`config.mk`:
```
export PLATFORM = sky130hd
export DESIGN_NAME = pc_gen
export DESIGN_NICKNAME = d
export VERILOG_FILES = /design/src/rtl/fetch_pkg.sv /design/src/rtl/pc_gen.sv
export SDC_FILE = /design/constraint.sdc
export NUM_CORES = 1
export LEC_CHECK = 0
export BUFFER_PORTS_ARGS = -buffer_cell sky130_fd_sc_hd__buf_2
export CAP_MARGIN = 20
export CORE_UTILIZATION = 47
export DETAILED_ROUTE_END_ITERATION = 10
export PLACE_DENSITY = 0.86
export SLEW_MARGIN = 40
export SYNTH_ARGS = -nofsm -noshare
export SYNTH_HDL_FRONTEND = slang
export SYNTH_SLANG_ARGS = --single-unit
```
`constraint.sdc`:
```
create_clock -name clk -period 3 [get_ports clk]
set_clock_uncertainty 0.2 [all_clocks]
set_input_delay 0.3 -clock clk [delete_from_list [all_inputs] [get_ports clk]]
set_output_delay 0.3 -clock clk [all_outputs]
set_load 0.02 [all_outputs]
```
`src/rtl/fetch_pkg.sv`:
```
package fetch_pkg;

  // core widths
  localparam int XLEN   = 64;  // address and memory beat width
  localparam int INST_W = 32;  // one rv instruction

  typedef logic [XLEN-1:0]   pc_t;        // byte address of an instruction
  typedef logic [INST_W-1:0] inst_t;
  typedef logic [XLEN-1:0]   mem_word_t;  // one beat, two instructions

  localparam pc_t RESET_PC = 64'h8000_0000;  // first fetch after reset

  // cache geometry
  localparam int LINE_BEATS = 4;                   // 32 byte line
  localparam int BEAT_W     = $clog2(LINE_BEATS);  // beat select within a line
  localparam int IC_SETS    = 16;
  localparam int IDX_W      = $clog2(IC_SETS);
  localparam int OFF_W      = 5;                   // byte offset in a line
  localparam int TAG_W      = XLEN - IDX_W - OFF_W;

  typedef logic [LINE_BEATS*XLEN-1:0] line_t;  // beat 0 in the low bits
  typedef logic [TAG_W-1:0]           tag_t;
  typedef logic [IDX_W-1:0]           idx_t;
  typedef logic [BEAT_W:0]            beat_cnt_t;  // counts up to LINE_BEATS

  // credit pools
  localparam int DEC_CREDITS = 4;  // decode input buffer depth
  localparam int MEM_CREDITS = 2;  // memory request slots
  localparam int DEC_CNT_W   = $clog2(DEC_CREDITS + 1);
  localparam int MEM_CNT_W   = $clog2(MEM_CREDITS + 1);

  typedef logic [DEC_CNT_W-1:0] dec_cnt_t;
  typedef logic [MEM_CNT_W-1:0] mem_cnt_t;

  // refill sequencer
  typedef enum logic [1:0] {
    IDLE,  // no line pending
    REQ,   // issuing beat reads
    WAIT,  // all reads out, collecting data
    DONE   // line complete, fill pulse
  } refill_state_e;

  // cache control
  typedef enum logic [1:0] {
    RUN,   // lookups flowing
    MISS,  // request the line
    FILL   // wait for the line
  } icache_state_e;

endpackage

```
`src/rtl/pc_gen.sv`:
```
`timescale 1ns/1ps

module pc_gen (
  input  logic           clk,
  input  logic           rst_n,
  input  logic           redirect_i,     // from execute
  input  fetch_pkg::pc_t redirect_pc_i,
  input  logic           dec_credit_i,   // one pulse per consumed instruction
  input  logic           stall_i,        // cache busy with a miss
  input  logic           hit_valid_i,    // cache presenting an instruction
  output logic           lookup_valid_o,
  output fetch_pkg::pc_t lookup_pc_o,
  output logic           kill_o
);

  fetch_pkg::pc_t      fetch_pc_q;  // next pc to look up
  fetch_pkg::dec_cnt_t credit_q;    // free decode slots, reserved at issue
  fetch_pkg::dec_cnt_t inflight_q;  // issued, not yet presented
  fetch_pkg::dec_cnt_t refund;
  logic                issue;

  // no issue in the redirect cycle, target goes out next cycle
  assign issue = ~redirect_i & ~stall_i & (credit_q != '0);

  // killed lookups never reach decode, so hand their slots back
  assign refund = redirect_i ? inflight_q : '0;

  assign lookup_valid_o = issue;
  assign lookup_pc_o    = fetch_pc_q;
  assign kill_o         = redirect_i;  // flush everything in the cache pipe

  always_ff @(posedge clk or negedge rst_n) begin
    if (!rst_n) begin
      fetch_pc_q <= fetch_pkg::RESET_PC;
    end else if (redirect_i) begin
      fetch_pc_q <= redirect_pc_i;  // held through a stall
    end else if (issue) begin
      fetch_pc_q <= fetch_pc_q + fetch_pkg::pc_t'(4);  // static pc+4
    end
  end

  always_ff @(posedge clk or negedge rst_n) begin
    if (!rst_n) begin
      credit_q   <= fetch_pkg::dec_cnt_t'(fetch_pkg::DEC_CREDITS);
      inflight_q <= '0;
    end else begin
      credit_q <= credit_q - fetch_pkg::dec_cnt_t'(issue)
                + fetch_pkg::dec_cnt_t'(dec_credit_i) + refund;
      if (redirect_i) begin
        inflight_q <= '0;
      end else begin
        inflight_q <= inflight_q + fetch_pkg::dec_cnt_t'(issue)
                    - fetch_pkg::dec_cnt_t'(hit_valid_i);
      end
    end
  end

  // redirect targets come from execute, so alignment is checked at issue
  a_lookup_aligned: assert property (@(posedge clk) disable iff (!rst_n)
    lookup_valid_o |-> (lookup_pc_o[1:0] == 2'b00))
    else $error("lookup pc not 4-byte aligned");

  a_dec_credit_max: assert property (@(posedge clk) disable iff (!rst_n)
    credit_q <= fetch_pkg::DEC_CREDITS)
    else $error("decode credit count above maximum");

  // cache must never present something this block did not issue
  a_hit_has_lookup: assert property (@(posedge clk) disable iff (!rst_n)
    hit_valid_i |-> (inflight_q != '0))
    else $error("cache output with no lookup in flight");

endmodule

```
==> metrics.csv <==
metric;value;unit
fp.dieW;98.10;um
drtPass1Iterations;8;
rsz0062_at_grt;no;
r2r_setup_slack;230;ps
crit_fanout;9;
synth_fp_nets;584;
final_cells;805;
p_total;2.849;mW
cts_buffers;9;
hold_ws;0.4075;ps
drt-wirelength-per-cell;17.58;um
drc_errors;11;
clk_path_buf_depth;2;
avgSynthCellArea;8.578;um^2
timing.setup.tns;0;ps
nFillCells;753;
fmax;360.7;MHz
n_antenna_cell;0;
syn_area;4340;um^2
root_buffer;clkbuf_8;
clk_latency;350;ps
slowest_stage;or4_1;
cp.arrival;2840;ps
r2r_start;lookup_pc_o[31];
hpwl;10.09;mm
slew_headroom;59.58;%
pwr_density_cell;485.1;nW/um^2
min_to;lookup_pc_o[12];
internal_power;1.839;mW
cts_repair_resize_count;0;
core-area;8848;um^2
switching_share;35.46;%
slew_viol_final;0;
clkPwrFrac;27.0;%
layout-drive-gt1-share;26.11;%
worstHoldPathCells;3;
irDropWorstVdd;0.2721;mV
crit_path_frequent_cell;or4_1;
io_pins;136;
setup_viol_count_final;0;
startpoint_type;flip-flop;
vias_per_cell;5.930;
pwr-share-comb;29.8;%
p_leak;2.437;nW
cts_sinks;70;
drt_first_iter_violations;384;
finalCriticalPeriod;2773;ps
grt-ovfl-total;0;
die_h;98.10;um
hold_start;redirect_pc_i[12];
path_class;flip-flop to flip-flop;
hold_violations;0;
grt_pass1_wl;22.52;mm
crit_path_end_kind;flip-flop;
post-route-util;66.39;%
yosysSeqAreaShare;40.42;%
placed_cells;744;
critPathBufInv;0;
period_share;92.42;%
nets;771;
ys.flop_type;dfrtp_1;
hold_path.class;input port to flip-flop;
crit_family;simple AND/OR/NAND/NOR gates;
grt_max_degree;61;
tightest_slew;600.8;ps
grtUsageTotal;29.62;%
initial_core_util;49.05;%
dr_total_vias;4774;
rows;34;
cp_slowest_stage_delay;720;ps
power_switching;1.010;mW
synth_cell_types;48;
seqPwrFrac;43.3;%
path_clk_slew;70;ps
status;complete, but fails checks;
regToRegEndpoint;lookup_pc_o[57];
synthArstFlopShare;100.0;%
max_cap_viol_count;0;
synth-seq-cells;70;
netlist_instances;506;
finalWirelength;14.15;mm
rr_worst_depth;5;
area_delta_synth_final;35.34;%
drtAntennaViolNets;0;
cts_tree;built;
die_area;9624;um^2
htreeDepth;3;
grt_pass1_vias;4671;
globalplace.congestion;0.8980;
yosys_warnings;0;
io_buffers;135;
violations;DRC;
path_cells;and3_1 > nand3_1 > or4_1 > or4_1 > a31oi_1;
synth-edff-count;0;
required;3070;ps
antenna_found_initial;0;
==> per-layer routing <==
| layer | vias up | track usage (%) | routed length [um] |
|---|---|---|---|
| li1 | 2238 | - | - |
| met1 | 2288 | 38.82 | 5938 |
| met2 | 217 | 49.24 | 6944 |
| met3 | 31 | 5.583 | 975 |
| met4 | 0 | 10.02 | 294 |
| met5 | - | 0 | 0 |
==> through the flow <==
stage / cell area, um^2 / worst slack [ps]
finish: 5874 / 227.3
detailed placement: 5223 / 290.1
global route: 5874 / 138.6
CTS: 5872 / 273.1
floorplan: 4345 / 11.19
global placement: 5223 / 404.8
==> synth_stat cells (3+ instances only) <==
master | n | area, um^2
a221o_1 | 4 | 40.04
a31oi_1 | 18 | 112.6
and3_1 | 3 | 18.77
and4_1 | 8 | 70.07
clkbuf_1 | 21 | 78.83
dfrtp_1 | 68 | 1702
fa_1 | 3 | 60.06
ha_1 | 5 | 62.56
inv_1 | 13 | 48.80
mux2_2 | 3 | 33.78
mux2i_1 | 4 | 40.04
nand2_1 | 69 | 259.0
nand3_1 | 29 | 145.1
nand4_1 | 25 | 156.4
nor2_1 | 35 | 131.4
nor2b_1 | 9 | 56.30
nor3_1 | 18 | 90.09
nor4_1 | 20 | 125.1
nor4b_1 | 3 | 26.28
o21ai_0 | 43 | 215.2
o31ai_1 | 7 | 52.55
or3_1 | 14 | 87.58
or4_1 | 13 | 97.59
xnor2_1 | 31 | 271.5
xor2_1 | 7 | 61.31
==> tightest hold or removal path, cell delays in order <==
cell and delay (ps):
buf_2 70, nand2_1 50, o21ai_0 80
==> worst max path at each step <==
stage | cells past startpoint | slack, ps | end | startpoint
2_1_floorplan | 10 | 10 | credit_q[2] | credit_q[2]
3_3_place_gp | 5 | 400 | lookup_pc_o[22] | credit_q[2]
3_5_place_dp | 6 | 290 | lookup_pc_o[51] | lookup_pc_o[31]
4_1_cts | 6 | 270 | lookup_pc_o[51] | lookup_pc_o[31]
5_1_grt | 7 | 140 | lookup_pc_o[44] | credit_q[2]
6_report | 5 | 230 | lookup_pc_o[57] | lookup_pc_o[31]
==> state kept, by name (all words and copies together), names as in the netlist <==
signal / cells
lookup_pc_o: 64
credit_q: 3
inflight_q: 3
==> cells by family after synthesis <==
kind of cell	count (synthesis)	share of synthesized area [%]
simple gates	263	32.55
fa+ha+maj	8	2.825
compound gates	81	11.33
flops	70	40.42
xor+xnor	38	7.668
mux	7	1.701
buf+inv	39	3.517
==> timing repair <==
| item | CTS | global route |
|---|---|---|
| setup buffers | 0 | 0 |
| endpoints found under the hold margin | 76 | 0 |
| hold buffers | 46 | 0 |
==> layout by cell type, fill, tap and decap left out, types with 2 or more instances in the layout <==
cell type and count:
mux2_2 3, nand2_1 69, ha_1 5, nor3b_1 2, o21ai_0 43, nor3_1 17, a31oi_1 18, clkinv_2 2
nand3_1 29, nor4b_1 3, and4_1 8, nand4b_1 2, a22oi_1 2, xnor2_1 31, dlygate4sd3_1 46, dfrtp_1 68
inv_1 13, a221o_1 4, and3_1 3, nor2_1 35, mux2i_1 4, buf_4 21, fa_1 3, o31ai_1 7
buf_2 134, o311ai_0 2, clkbuf_8 10, dfstp_2 2, nor4bb_1 2, nand4_1 25, xor2_1 7, nor2b_1 9
or3_1 14, nand2b_1 2, or4_1 13, nor4_1 20, and2_1 2
==> layout make-up <==
| type | count | area, um^2 | area share [%] |
|---|---|---|---|
| well taps | 108 | 135.1 | 2.300 |
| inverters | 13 | 48.80 | 0.8307 |
| repair buffers | 202 | 1309 | 22.28 |
| multi-input cells | 397 | 2439 | 41.51 |
| clock buffers | 11 | 141.4 | 2.407 |
| clock inverters | 4 | 47.55 | 0.8094 |
| flip-flops and latches | 70 | 1754 | 29.86 |
==> power groups by stage <==
stage / logic [mW] / registers (mW) / clock network (mW)
after floorplan: 0.398 / 1.31 / 0
after global placement: 0.759 / 1.23 / 0
after detailed placement: 0.789 / 1.24 / 0
after CTS: 0.844 / 1.23 / 0.776
after global routing: 0.926 / 1.25 / 0.812
final: 0.848 / 1.23 / 0.769
(Power assumes the default switching activity.)
