**config.mk**
```make
export PLATFORM = sky130hd
export DESIGN_NAME = icache
export DESIGN_NICKNAME = d
export VERILOG_FILES = /design/src/rtl/fetch_pkg.sv /design/src/rtl/icache.sv
export SDC_FILE = /design/constraint.sdc
export NUM_CORES = 2
export LEC_CHECK = 0
export BUFFER_PORTS_ARGS = -buffer_cell sky130_fd_sc_hd__buf_4
export CAP_MARGIN = 20
export CORE_MARGIN = 4
export CORE_UTILIZATION = 25
export DETAILED_ROUTE_END_ITERATION = 12
export PLACE_DENSITY = 0.39
export SYNTH_ARGS = -nofsm -noshare
export SYNTH_HDL_FRONTEND = slang
export SYNTH_MEMORY_MAX_BITS = 65536
export SYNTH_SLANG_ARGS = --single-unit
```
**constraint.sdc**
```tcl
create_clock -name clk -period 24.7 [get_ports clk]
set_clock_uncertainty 0.1 [all_clocks]
set_input_delay 3.705 -clock clk [delete_from_list [all_inputs] [get_ports clk]]
set_output_delay 3.705 -clock clk [all_outputs]
set_load 0.005 [all_outputs]
```
**src/rtl/fetch_pkg.sv**
```systemverilog
package fetch_pkg;

  // core widths
  localparam int XLEN   = 64;  // address and memory beat width
  localparam int INST_W = 32;  // one rv instruction

  typedef logic [XLEN-1:0]   pc_t;        // byte address of an instruction
  typedef logic [INST_W-1:0] inst_t;
  typedef logic [XLEN-1:0]   mem_word_t;  // one beat, two instructions

  localparam pc_t RESET_PC = 64'h8000_0000;  // first fetch after reset

  // cache geometry
  localparam int LINE_BEATS = 4;                   // 32 byte line
  localparam int BEAT_W     = $clog2(LINE_BEATS);  // beat select within a line
  localparam int IC_SETS    = 16;
  localparam int IDX_W      = $clog2(IC_SETS);
  localparam int OFF_W      = 5;                   // byte offset in a line
  localparam int TAG_W      = XLEN - IDX_W - OFF_W;

  typedef logic [LINE_BEATS*XLEN-1:0] line_t;  // beat 0 in the low bits
  typedef logic [TAG_W-1:0]           tag_t;
  typedef logic [IDX_W-1:0]           idx_t;
  typedef logic [BEAT_W:0]            beat_cnt_t;  // counts up to LINE_BEATS

  // credit pools
  localparam int DEC_CREDITS = 4;  // decode input buffer depth
  localparam int MEM_CREDITS = 2;  // memory request slots
  localparam int DEC_CNT_W   = $clog2(DEC_CREDITS + 1);
  localparam int MEM_CNT_W   = $clog2(MEM_CREDITS + 1);

  typedef logic [DEC_CNT_W-1:0] dec_cnt_t;
  typedef logic [MEM_CNT_W-1:0] mem_cnt_t;

  // refill sequencer
  typedef enum logic [1:0] {
    IDLE,  // no line pending
    REQ,   // issuing beat reads
    WAIT,  // all reads out, collecting data
    DONE   // line complete, fill pulse
  } refill_state_e;

  // cache control
  typedef enum logic [1:0] {
    RUN,   // lookups flowing
    MISS,  // request the line
    FILL   // wait for the line
  } icache_state_e;

endpackage

```
**src/rtl/icache.sv**
```systemverilog
`timescale 1ns/1ps

module icache (
  input  logic             clk,
  input  logic             rst_n,
  input  logic             lookup_valid_i,
  input  fetch_pkg::pc_t   lookup_pc_i,
  input  logic             kill_i,         // redirect, drop the current result
  output logic             inst_valid_o,
  output fetch_pkg::inst_t inst_o,
  output fetch_pkg::pc_t   pc_o,
  output logic             stall_o,
  output logic             miss_req_o,
  output fetch_pkg::pc_t   miss_addr_o,    // line aligned
  input  logic             fill_valid_i,   // single pulse from refill
  input  fetch_pkg::line_t fill_line_i
);

  fetch_pkg::icache_state_e state_q;
  fetch_pkg::icache_state_e state_d;

  // registered lookup stage
  logic           s1_valid_q;
  fetch_pkg::pc_t s1_pc_q;

  // tag/data arrays, valid bits are the only part that is reset
  logic [fetch_pkg::IC_SETS-1:0] valid_q;
  fetch_pkg::tag_t               tag_q  [fetch_pkg::IC_SETS];
  fetch_pkg::line_t              data_q [fetch_pkg::IC_SETS];

  fetch_pkg::idx_t             s1_idx;
  fetch_pkg::tag_t             s1_tag;
  logic [fetch_pkg::OFF_W-3:0] s1_word;  // instruction within the line
  fetch_pkg::line_t            s1_line;
  logic                        hit;
  logic                        miss_now;
  logic                        s1_advance;

  assign s1_idx  = s1_pc_q[fetch_pkg::OFF_W +: fetch_pkg::IDX_W];
  assign s1_tag  = s1_pc_q[fetch_pkg::XLEN-1 -: fetch_pkg::TAG_W];
  assign s1_word = s1_pc_q[fetch_pkg::OFF_W-1:2];
  assign s1_line = data_q[s1_idx];

  assign hit = valid_q[s1_idx] & (tag_q[s1_idx] == s1_tag);

  // a killed lookup never starts a refill
  assign miss_now = (state_q == fetch_pkg::RUN) & s1_valid_q & ~hit & ~kill_i;

  // stage moves only in RUN without a fresh miss, else the pc is held for replay
  assign s1_advance = (state_q == fetch_pkg::RUN) & ~miss_now;

  assign inst_valid_o = (state_q == fetch_pkg::RUN) & s1_valid_q & hit & ~kill_i;
  assign inst_o       = s1_line[s1_word*fetch_pkg::INST_W +: fetch_pkg::INST_W];
  assign pc_o         = s1_pc_q;

  assign stall_o     = (state_q != fetch_pkg::RUN) | miss_now;  // high from N+1
  assign miss_req_o  = (state_q == fetch_pkg::MISS);
  assign miss_addr_o = {s1_pc_q[fetch_pkg::XLEN-1:fetch_pkg::OFF_W],
                        {fetch_pkg::OFF_W{1'b0}}};

  always_comb begin
    state_d = state_q;
    case (state_q)
      fetch_pkg::RUN: begin
        if (miss_now) begin
          state_d = fetch_pkg::MISS;
        end
      end
      fetch_pkg::MISS: begin
        state_d = fetch_pkg::FILL;  // refill is idle here, takes it at once
      end
      fetch_pkg::FILL: begin
        if (fill_valid_i) begin
          state_d = fetch_pkg::RUN;  // replay of the held pc next cycle
        end
      end
      default: begin
        state_d = fetch_pkg::RUN;
      end
    endcase
  end

  always_ff @(posedge clk or negedge rst_n) begin
    if (!rst_n) begin
      state_q    <= fetch_pkg::RUN;
      s1_valid_q <= 1'b0;
      valid_q    <= '0;
    end else begin
      state_q <= state_d;
      if (s1_advance) begin
        s1_valid_q <= lookup_valid_i & ~kill_i;
      end else if (kill_i) begin
        s1_valid_q <= 1'b0;  // line still fills, replay shows nothing
      end
      if (fill_valid_i) begin
        valid_q[s1_idx] <= 1'b1;
      end
    end
  end

  // lookup pc, kept through MISS and FILL as the fill index
  always_ff @(posedge clk) begin
    if (s1_advance && lookup_valid_i) begin
      s1_pc_q <= lookup_pc_i;
    end
  end

  always_ff @(posedge clk) begin
    if (fill_valid_i) begin
      tag_q[s1_idx]  <= s1_tag;
      data_q[s1_idx] <= fill_line_i;
    end
  end

  // refill must only answer a miss this cache is waiting on
  a_fill_in_fill: assert property (@(posedge clk) disable iff (!rst_n)
    fill_valid_i |-> (state_q == fetch_pkg::FILL))
    else $error("line fill outside FILL state");

endmodule

```
==> flow_summary.toml <==
[sta]
final.setup.worst_slack_ns = 12.01
slew_violations = 0
fin_crit_ns = 12.69
tns_ns = 0
maxSlewHeadroom = 0.2703
setup_viol = 0
finalHoldViolCount = 0
worstMarginPinSlew_ns = 1.083
post-route-period-util = 0.5137
rsz0062_at_grt = "false"
fmax_mhz = 78.81

[global_route]
track_usage = 0.1426
antenna_found_initial = 198
grt_max_degree = 137
gr-total-overflow = 0
grt_first_pass_wirelength_um = 794100
grt.busiest_layer = "met2"
use_met2 = 0.2389
global_route.usage.met3 = 0.02536
grtUsageMet1 = 0.1954
grt_pass1_vias = 95160

[detailed_routing]
drc = 0
vias_per_cell = 4.540
ant_nets = 0
wl_per_cell_um = 29.82
finalWirelength_um = 577500
drtIter0Drc = 7556
dr.pass1.iters = 7
num_vias = 87940

[synth]
synthAdderAreaFrac = 0
yosys_warnings = 0
synth_xor_area_frac = 0.001981
synthArstFlopShare = 0.003753
synth_top_family_by_area = "multiplexers"
synth_ff_type = "edfxtp_1"
yosysTopAreaCell = "edfxtp_1"
syn_area_per_cell_um2 = 25.07
syn-cell-area_um2 = 193900
synthTopCellsByArea = "edfxtp_1 (78%), mux4_2 (18%), mux2i_1 (0.66%), mux2_2 (0.38%), buf_2 (0.37%)"
synth-compound-area-share = 0.007216
muxShareOfSynthArea = 0.1869
ys_ff_latch = 5063
seq_area_frac_synth = 0.7836
synth_top_area_frac = 0.7807
synth.distinct_cells = 78
synthSimpleGateAreaFrac = 0.007009
synth_edf_count = 5040
postSynthCellCount = 7732

[final_layout]
final_util = 0.2955
fin_area_um2 = 228600
layout_commonest_cell = "edfxtp_1"
most-common-layout-cells = "edfxtp_1 (5040), mux4_2 (1508), buf_4 (737)"
fin_nets = 8952
drive_above_1_share = 0.3473
syn_to_final_growth_pct = 17.93

[setup_path]
worstPathCellList = "buf_4 -> buf_4 -> buf_4 -> buf_4 -> buf_4 -> buf_4 -> mux4_2 -> mux4_2 -> mux4_2 -> mux2_2 -> buf_4"
crit_family = "buffers and inverters"
cp.required_ns = 20.89
setup.worst_path.class = "reg -> out"
cp-start-kind = "register"
cp_slowest_cell = "buf_4"
slowest_delay_ns = 0.90
cpMostUsedCell = "buf_4"
worstPathMaxFanout = 63
crit_arrival_ns = 8.88
worst-path-buf-inv = 7
crit_path_end_kind = "output pin"

[clock_network]
cts-root-buf = "clkbuf_16"
h-tree-depth = 6
ctsHoldBuffers = 0
clk_latency_ns = 1.06
cts_tree = "built"
cts_buffers = 586
cts_num_sinks = 5063
cts_setup_buffers = 0
cts-resized-gates = 0
clk_pin_slew_ns = 0.06
clock_path_buffers = 4

[status]
status = "complete, no violations"

[placement]
postPlaceCellArea_um2 = 210300
hpwl_um = 335600
gp_congestion = 0.7203
numPortBuffers = 482
post-place-ws_ns = 12.90

[flow_run]
maxCapViolCount = 0

[floorplanning]
core_area_um2 = 773500
ioPinCount = 488
start_util = 0.2506
die_h_um = 888.6
dieWidth_um = 888.6
dieArea_um2 = 789600
rows = 323

[worst_hold_path]
hp-class = "reg -> reg"

[power_and_ir_drop]
p_leak_nw = 70.07
peakVddDrop_uv = 73.83
power_density_nw_per_um2 = 90.23
worst paths after layout:
path | to | startpoint | slack [ns] | depth (start not counted)
worst min-delay path | valid_q[14]$_DFFE_PN0P_ | valid_q[14]$_DFFE_PN0P_ | 0.36 | 1
worst max-delay path | inst_o[29] | register | 12.01 | 11
worst max register to register | pc_o[3]$_DFFE_PP_ | register | 15.97 | 15
min in group asynchronous | valid_q[4]$_DFFE_PN0P_ | rst_n | 2.44 | 1
worst min register to register | valid_q[14]$_DFFE_PN0P_ | valid_q[14]$_DFFE_PN0P_ | 0.36 | 1
max in group asynchronous | valid_q[8]$_DFFE_PN0P_ | rst_n | 21.83 | 1
state kept, by name (all words and copies together), names as in the netlist, named ones only:
signal and count:
data_q 4096, tag_q 880, pc_o 64, valid_q 16
state_q 2, s1_valid_q 1
cell type report:
| class | instances | area (um2) |
|---|---|---|
| diodes | 33 | 82.58 |
| clock buffers | 755 | 15580 |
| well taps | 10240 | 12810 |
| inverters | 18 | 67.56 |
| clock inverters | 303 | 2640 |
| fillers | 74630 | 544900 |
| multi-input cells | 2199 | 39540 |
| flip-flops and latches | 5063 | 151900 |
| repair buffers | 759 | 5973 |
routing by layer:
layer,share of wire,wire [um],vias up
met3,0.049,28510,862
met2,0.49,282300,2405
met5,0.00050,288,-
li1,-,-,35660
met1,0.44,255200,48960
met4,0.019,11240,46
stage by stage:
stage	power [mW]	hold WS (ns)	std cells
floorplan	11.58	0.3337	7736
global placement	12.61	0.3451	18280
detailed placement	12.64	0.3516	18280
CTS	21.02	0.3663	19330
global route	21.47	0.3704	19340
finish	20.63	0.3606	19370
kinds of logic after synthesis:
logic type / count (synthesis)
mux: 1710
buf+inv: 474
xor+xnor: 43
flops: 5063
compound gates: 186
other cells: 1
simple gates: 255
Yosys cell counts (4+ instances only):
cell type / number
o21ai_0: 16
nand3_1: 21
or2_2: 20
buf_2: 142
nor2b_1: 14
edfxtp_1: 5040
buf_12: 5
a221oi_1: 12
a31oi_1: 8
nand2b_1: 11
o2bb2ai_1: 4
a211oi_1: 8
mux4_1: 10
mux2_2: 65
buf_8: 7
a21oi_1: 11
buf_1: 22
xnor2_1: 28
clkbuf_1: 173
and2_1: 7
dfxtp_1: 4
nor4_1: 9
o211ai_1: 7
dfrtp_1: 19
nor2_1: 48
nor3b_1: 4
buf_6: 17
nand4_1: 19
inv_1: 16
mux4_2: 1508
o32ai_1: 4
mux2i_1: 127
a22oi_1: 41
buf_4: 90
nand2_1: 60
a2111oi_0: 4
and3_1: 7
o2111ai_1: 4
nor3_1: 13
o22ai_1: 25
xor2_1: 14
a221o_1: 5
power by group:
| part | switching (mW) | total (mW) | internal, mW |
|---|---|---|---|
| registers | 0.0773 | 9.74 | 9.66 |
| clock network | 3.50 | 8.28 | 4.78 |
| logic | 1.48 | 2.61 | 1.12 |
No activity file was read; power rests on OpenSTA's default activity.
