<file path="src/rtl/fetch_pkg.sv">
package fetch_pkg;

  // core widths
  localparam int XLEN   = 64;  // address and memory beat width
  localparam int INST_W = 32;  // one rv instruction

  typedef logic [XLEN-1:0]   pc_t;        // byte address of an instruction
  typedef logic [INST_W-1:0] inst_t;
  typedef logic [XLEN-1:0]   mem_word_t;  // one beat, two instructions

  localparam pc_t RESET_PC = 64'h8000_0000;  // first fetch after reset

  // cache geometry
  localparam int LINE_BEATS = 4;                   // 32 byte line
  localparam int BEAT_W     = $clog2(LINE_BEATS);  // beat select within a line
  localparam int IC_SETS    = 16;
  localparam int IDX_W      = $clog2(IC_SETS);
  localparam int OFF_W      = 5;                   // byte offset in a line
  localparam int TAG_W      = XLEN - IDX_W - OFF_W;

  typedef logic [LINE_BEATS*XLEN-1:0] line_t;  // beat 0 in the low bits
  typedef logic [TAG_W-1:0]           tag_t;
  typedef logic [IDX_W-1:0]           idx_t;
  typedef logic [BEAT_W:0]            beat_cnt_t;  // counts up to LINE_BEATS

  // credit pools
  localparam int DEC_CREDITS = 4;  // decode input buffer depth
  localparam int MEM_CREDITS = 2;  // memory request slots
  localparam int DEC_CNT_W   = $clog2(DEC_CREDITS + 1);
  localparam int MEM_CNT_W   = $clog2(MEM_CREDITS + 1);

  typedef logic [DEC_CNT_W-1:0] dec_cnt_t;
  typedef logic [MEM_CNT_W-1:0] mem_cnt_t;

  // refill sequencer
  typedef enum logic [1:0] {
    IDLE,  // no line pending
    REQ,   // issuing beat reads
    WAIT,  // all reads out, collecting data
    DONE   // line complete, fill pulse
  } refill_state_e;

  // cache control
  typedef enum logic [1:0] {
    RUN,   // lookups flowing
    MISS,  // request the line
    FILL   // wait for the line
  } icache_state_e;

endpackage

</file>
<file path="src/rtl/refill_ctrl.sv">
`timescale 1ns/1ps

module refill_ctrl (
  input  logic                 clk,
  input  logic                 rst_n,
  input  logic                 miss_req_i,
  input  fetch_pkg::pc_t       miss_addr_i,     // line aligned
  output logic                 fill_valid_o,
  output fetch_pkg::line_t     fill_line_o,
  output logic                 mem_req_valid_o,
  output fetch_pkg::pc_t       mem_req_addr_o,  // 8 byte aligned beat address
  input  logic                 mem_credit_i,    // one pulse per freed slot
  input  logic                 mem_rsp_valid_i,
  input  fetch_pkg::mem_word_t mem_rsp_data_i
);

  fetch_pkg::refill_state_e state_q;
  fetch_pkg::refill_state_e state_d;

  logic [fetch_pkg::XLEN-fetch_pkg::OFF_W-1:0] line_addr_q;  // tag and index
  fetch_pkg::beat_cnt_t req_cnt_q;  // beats requested
  fetch_pkg::beat_cnt_t rsp_cnt_q;  // beats received
  fetch_pkg::mem_cnt_t  credit_q;   // free memory slots
  fetch_pkg::line_t     line_q;

  logic issue;
  logic last_req;
  logic rsp_take;
  logic last_rsp;

  assign issue    = (state_q == fetch_pkg::REQ) & (credit_q != '0);  // else hold in REQ
  assign last_req = issue
                  & (req_cnt_q == fetch_pkg::beat_cnt_t'(fetch_pkg::LINE_BEATS - 1));

  // responses can overlap the request phase
  assign rsp_take = mem_rsp_valid_i
                  & ((state_q == fetch_pkg::REQ) | (state_q == fetch_pkg::WAIT));
  assign last_rsp = rsp_take
                  & (rsp_cnt_q == fetch_pkg::beat_cnt_t'(fetch_pkg::LINE_BEATS - 1));

  assign mem_req_valid_o = issue;
  assign mem_req_addr_o  = {line_addr_q, req_cnt_q[fetch_pkg::BEAT_W-1:0],
                            {(fetch_pkg::OFF_W - fetch_pkg::BEAT_W){1'b0}}};

  assign fill_valid_o = (state_q == fetch_pkg::DONE);  // one cycle only
  assign fill_line_o  = line_q;

  always_comb begin
    state_d = state_q;
    case (state_q)
      fetch_pkg::IDLE: if (miss_req_i) state_d = fetch_pkg::REQ;
      fetch_pkg::REQ:  if (last_req) state_d = fetch_pkg::WAIT;
      fetch_pkg::WAIT: if (last_rsp) state_d = fetch_pkg::DONE;
      default:         state_d = fetch_pkg::IDLE;  // DONE lasts one cycle
    endcase
  end

  always_ff @(posedge clk or negedge rst_n) begin
    if (!rst_n) begin
      state_q   <= fetch_pkg::IDLE;
      req_cnt_q <= '0;
      rsp_cnt_q <= '0;
      credit_q  <= fetch_pkg::mem_cnt_t'(fetch_pkg::MEM_CREDITS);
    end else begin
      state_q  <= state_d;
      credit_q <= credit_q - fetch_pkg::mem_cnt_t'(issue)
                + fetch_pkg::mem_cnt_t'(mem_credit_i);
      if ((state_q == fetch_pkg::IDLE) && miss_req_i) begin
        req_cnt_q <= '0;  // new line
        rsp_cnt_q <= '0;
      end else begin
        if (issue) begin
          req_cnt_q <= req_cnt_q + 1'b1;
        end
        if (rsp_take) begin
          rsp_cnt_q <= rsp_cnt_q + 1'b1;
        end
      end
    end
  end

  // line base and data, payload only
  always_ff @(posedge clk) begin
    if ((state_q == fetch_pkg::IDLE) && miss_req_i) begin
      line_addr_q <= miss_addr_i[fetch_pkg::XLEN-1:fetch_pkg::OFF_W];
    end
    if (rsp_take) begin
      // in order return, so arrival count is the beat number
      line_q[rsp_cnt_q[fetch_pkg::BEAT_W-1:0]*fetch_pkg::XLEN +: fetch_pkg::XLEN]
        <= mem_rsp_data_i;
    end
  end

  a_mem_credit_max: assert property (@(posedge clk) disable iff (!rst_n)
    credit_q <= fetch_pkg::MEM_CREDITS)
    else $error("memory credit count above maximum");

  // a response must match a request still outstanding on the port
  a_rsp_outstanding: assert property (@(posedge clk) disable iff (!rst_n)
    mem_rsp_valid_i |-> (rsp_take && (rsp_cnt_q < req_cnt_q)))
    else $error("memory response with no request outstanding");

  // cache holds off new misses until the previous fill is written
  a_miss_when_idle: assert property (@(posedge clk) disable iff (!rst_n)
    miss_req_i |-> (state_q == fetch_pkg::IDLE))
    else $error("miss request while refill busy");

endmodule

</file>
<file path="config.mk">
export PLATFORM = sky130hd
export DESIGN_NAME = refill_ctrl
export DESIGN_NICKNAME = d
export VERILOG_FILES = /design/src/rtl/fetch_pkg.sv /design/src/rtl/refill_ctrl.sv
export SDC_FILE = /design/constraint.sdc
export NUM_CORES = 1
export LEC_CHECK = 0
export BUFFER_PORTS_ARGS = -buffer_cell sky130_fd_sc_hd__buf_4
export CAP_MARGIN = 40
export CORE_MARGIN = 2
export CORE_UTILIZATION = 30
export CTS_CLUSTER_DIAMETER = 120
export DETAILED_ROUTE_END_ITERATION = 8
export HOLD_SLACK_MARGIN = 0.06
export PLACE_DENSITY = 0.57
export SYNTH_ARGS = -nofsm -noshare
export SYNTH_HDL_FRONTEND = slang
export SYNTH_SLANG_ARGS = --single-unit
</file>
<file path="constraint.sdc">
create_clock -name clk -period 5.55 [get_ports clk]
set_input_delay 1.11 -clock clk [delete_from_list [all_inputs] [get_ports clk]]
set_output_delay 1.11 -clock clk [all_outputs]
set_load 0.1 [all_outputs]
</file>
==> results.py <==
metrics = {
    "run_status": {
        "status": "completed",
    },
    "synth": {
        "synth_cell_type_count": 37,
        "yosysWarnings": 0,
        "ys.flop_type": "edfxtp_1",
        "synth_commonest_cells": "edfxtp_1 (315), and2_1 (224), nor2_1 (36)",
        "synth-async-reset-ratio": 0.0308,
        "syn_area_um2": 12000,
        "ys_seq_area_frac": 0.812,
        "synth_edf_count": 315,
        "synth_top_area_share": 0.791,
        "postSynthCellCount": 695,
        "ys_ff_latch": 325,
        "synth_area_leaders": "edfxtp_1 (79%), and2_1 (12%), dfrtp_1 (1.9%), ha_1 (1.6%), nor2_1 (1.1%)",
        "synth_top_area_cell": "edfxtp_1",
        "yosysMostFrequentCell": "edfxtp_1",
        "synth.avg_cell_area_um2": 17.2,
    },
    "finish": {
        "n_antenna_cell": 0,
        "nets": 1309,
        "fin_util": 0.434,
        "final_cell_area_um2": 17100,
        "syn2layout_area_growth_pct": 43.3,
        "finalNonFillerCells": 1712,
        "layout-drive-gt1-share": 0.435,
    },
    "timing": {
        "max_freq_mhz": 326,
        "fin_skew_ns": 0.0116,
        "setup_violations": 0,
        "rsz0062_at_grt": "no",
        "setup_tns_ns": 0,
        "slew_violations": 0,
        "slew_headroom": 0.482,
        "finalHoldViolations": 0,
        "worst_pin_slew_ns": 0.776,
        "hold_slack_ns": 0.409,
        "period_share": 0.553,
        "fin_crit_ns": 3.07,
    },
    "placement": {
        "gp_congestion": 0.763,
        "dp_hpwl_mm": 23.5,
        "io_buffer_count": 446,
        "dpl-instance-area_um2": 16000,
        "dpl.cell_count": 1647,
    },
    "route": {
        "wirelength_mm": 33.7,
        "ant_nets": 0,
        "dr.pass1.iters": 4,
        "vias_per_cell": 4.24,
        "post-route-drc-count": 0,
        "detail_route.wl_per_cell_um": 19.7,
        "vias": 7252,
        "drt-initial-drc-count": 360,
    },
    "power": {
        "clkPwrFrac": 0.242,
        "internal_power_mw": 5.35,
        "p_seq_frac": 0.352,
        "power_frac_comb": 0.406,
        "p_sw_frac": 0.436,
        "power_switching_mw": 4.14,
        "power_density_nw_per_um2": 554,
        "p_leak_nw": 6.81,
        "ir_drop_uv": 248,
    },
    "setup_path": {
        "cp_top_family": "simple AND/OR/NAND/NOR gates",
        "cp-start-kind": "flip-flop",
        "r2r_cells": 6,
        "arrival_ns": 3.46,
        "path_cells": "inv_1, ha_1, or3b_1, nor2_4, buf_4, and2_1",
        "cp-end-kind": "flip-flop",
        "worst-path-max-fanout": 23,
        "crit_buf_inv": 2,
        "r2r-start": "rsp_cnt_q[0]$_DFFE_PN0P_",
        "required_ns": 5.94,
        "worst_path_max_delay_cell": "or3b_1",
        "worst-path-stages": 6,
        "crit_end": "fill_line_o[180]$_DFFE_PP_",
        "path_class": "reg2reg",
        "r2r_slack_ns": 2.48,
        "max_stage_delay_ns": 0.64,
        "worstReg2RegEnd": "fill_line_o[180]$_DFFE_PP_",
        "crit_start": "rsp_cnt_q[0]$_DFFE_PN0P_",
    },
    "floorplan": {
        "core_area_um2": 39500,
        "die_h_um": 204,
        "die-area_um2": 41500,
        "placementRows": 73,
        "start_util": 0.302,
        "die_w_um": 204,
        "io_pins": 455,
    },
    "clock_tree": {
        "cts-root-buf": "clkbuf_16",
        "path_clk_slew_ns": 0.06,
        "ctsHoldBuffers": 0,
        "ctsResizeCount": 0,
        "numCtsBuffers": 37,
        "clk_path_buf_depth": 3,
        "clk_latency_ns": 0.53,
        "clock-sinks": 325,
        "htreeDepth": 2,
        "post-cts-setup-buffer-count": 0,
        "tritoncts": "yes",
    },
    "global_route": {
        "grt-ovfl-total": 0,
        "grt_pass1_vias": 7220,
        "grt_pass1_wl_mm": 47.2,
        "grt_use_total": 0.156,
        "grt_max_degree": 60,
        "grt_antenna_before_repair": 1,
    },
    "min_path": {
        "hold_class": "in2async",
    },
    "job": {
        "cap_violations": 0,
    },
}
==> flip-flops by register name (all words and copies together), names as in the netlist <==
| name | flops |
|---|---|
| fill_line_o | 256 |
| credit_q | 2 |
| state_q | 2 |
| req_cnt_q | 3 |
| rsp_cnt_q | 3 |
| line_addr_q | 59 |
==> metrics by stage <==
step	power (mW)	setup WS [ns]
2_1_floorplan	6.32	2.14
3_3_place_gp	7.22	2.11
3_5_place_dp	7.29	2.41
4_1_cts	9.61	2.37
5_1_grt	9.82	2.22
6_report	9.49	2.48
==> metal layers <==
metal  vias to the layer above  track usage  routed length, um
met1                      3527        0.190              13400
met4                         2       0.0699               1090
met5                         -            0                 13
met2                       272        0.256              16600
li1                       3386            -                  -
met3                        65       0.0467               2620
==> kinds of logic after synthesis <==
group	share of synthesized area
compound gates	0.00596
simple gates	0.147
other cells	0.000314
xor+xnor	0.00293
mux	0.000837
buf+inv	0.0157
flops	0.812
fa+ha+maj	0.0157
==> final cells by class <==
type                            instances  area [um^2]
Fill cell                            3573        22400
Inverter                                9         33.8
Sequential cell                       325         9710
Clock buffer                           46          960
Multi-Input combinational cell        329         2120
Timing Repair Buffer                  459         3510
Clock inverter                         19          160
Tap cell                              525          657
==> worst min path at each step <==
stage	endpoint	slack, ns	cells after the start
finish	rsp_cnt_q[2]$_DFFE_PN0P_	0.41	1
global route	rsp_cnt_q[2]$_DFFE_PN0P_	0.39	1
global placement	credit_q[1]$_DFF_PN1_	0.49	1
floorplan	credit_q[1]$_DFF_PN1_	0.48	1
detailed placement	credit_q[1]$_DFF_PN1_	0.49	1
CTS	rsp_cnt_q[2]$_DFFE_PN0P_	0.37	1
==> power by group through the flow <==
stage	clock (mW)	combinational (mW)	sequential (mW)
floorplan	0	0.801	5.51
CTS	2.36	3.90	3.35
global placement	0	3.83	3.39
global route	2.44	4.01	3.38
finish	2.30	3.85	3.34
detailed placement	0	3.90	3.39
==> cell usage in the layout (no fill, tap or decap), types with 2 or more instances in the layout <==
| master | instances |
|---|---|
| clkinv_2 | 5 |
| clkinv_1 | 10 |
| nand2_1 | 6 |
| bufinv_16 | 3 |
| nand2b_1 | 12 |
| conb_1 | 3 |
| a21oi_1 | 5 |
| ha_1 | 15 |
| nor2_1 | 36 |
| and3_4 | 4 |
| buf_16 | 2 |
| dfrtp_1 | 9 |
| nand3_1 | 2 |
| clkbuf_1 | 9 |
| edfxtp_1 | 315 |
| and2_1 | 223 |
| buf_4 | 455 |
| inv_1 | 9 |
| clkbuf_16 | 37 |
| xnor2_1 | 3 |
Note: power is estimated with default switching activity, not from simulation.
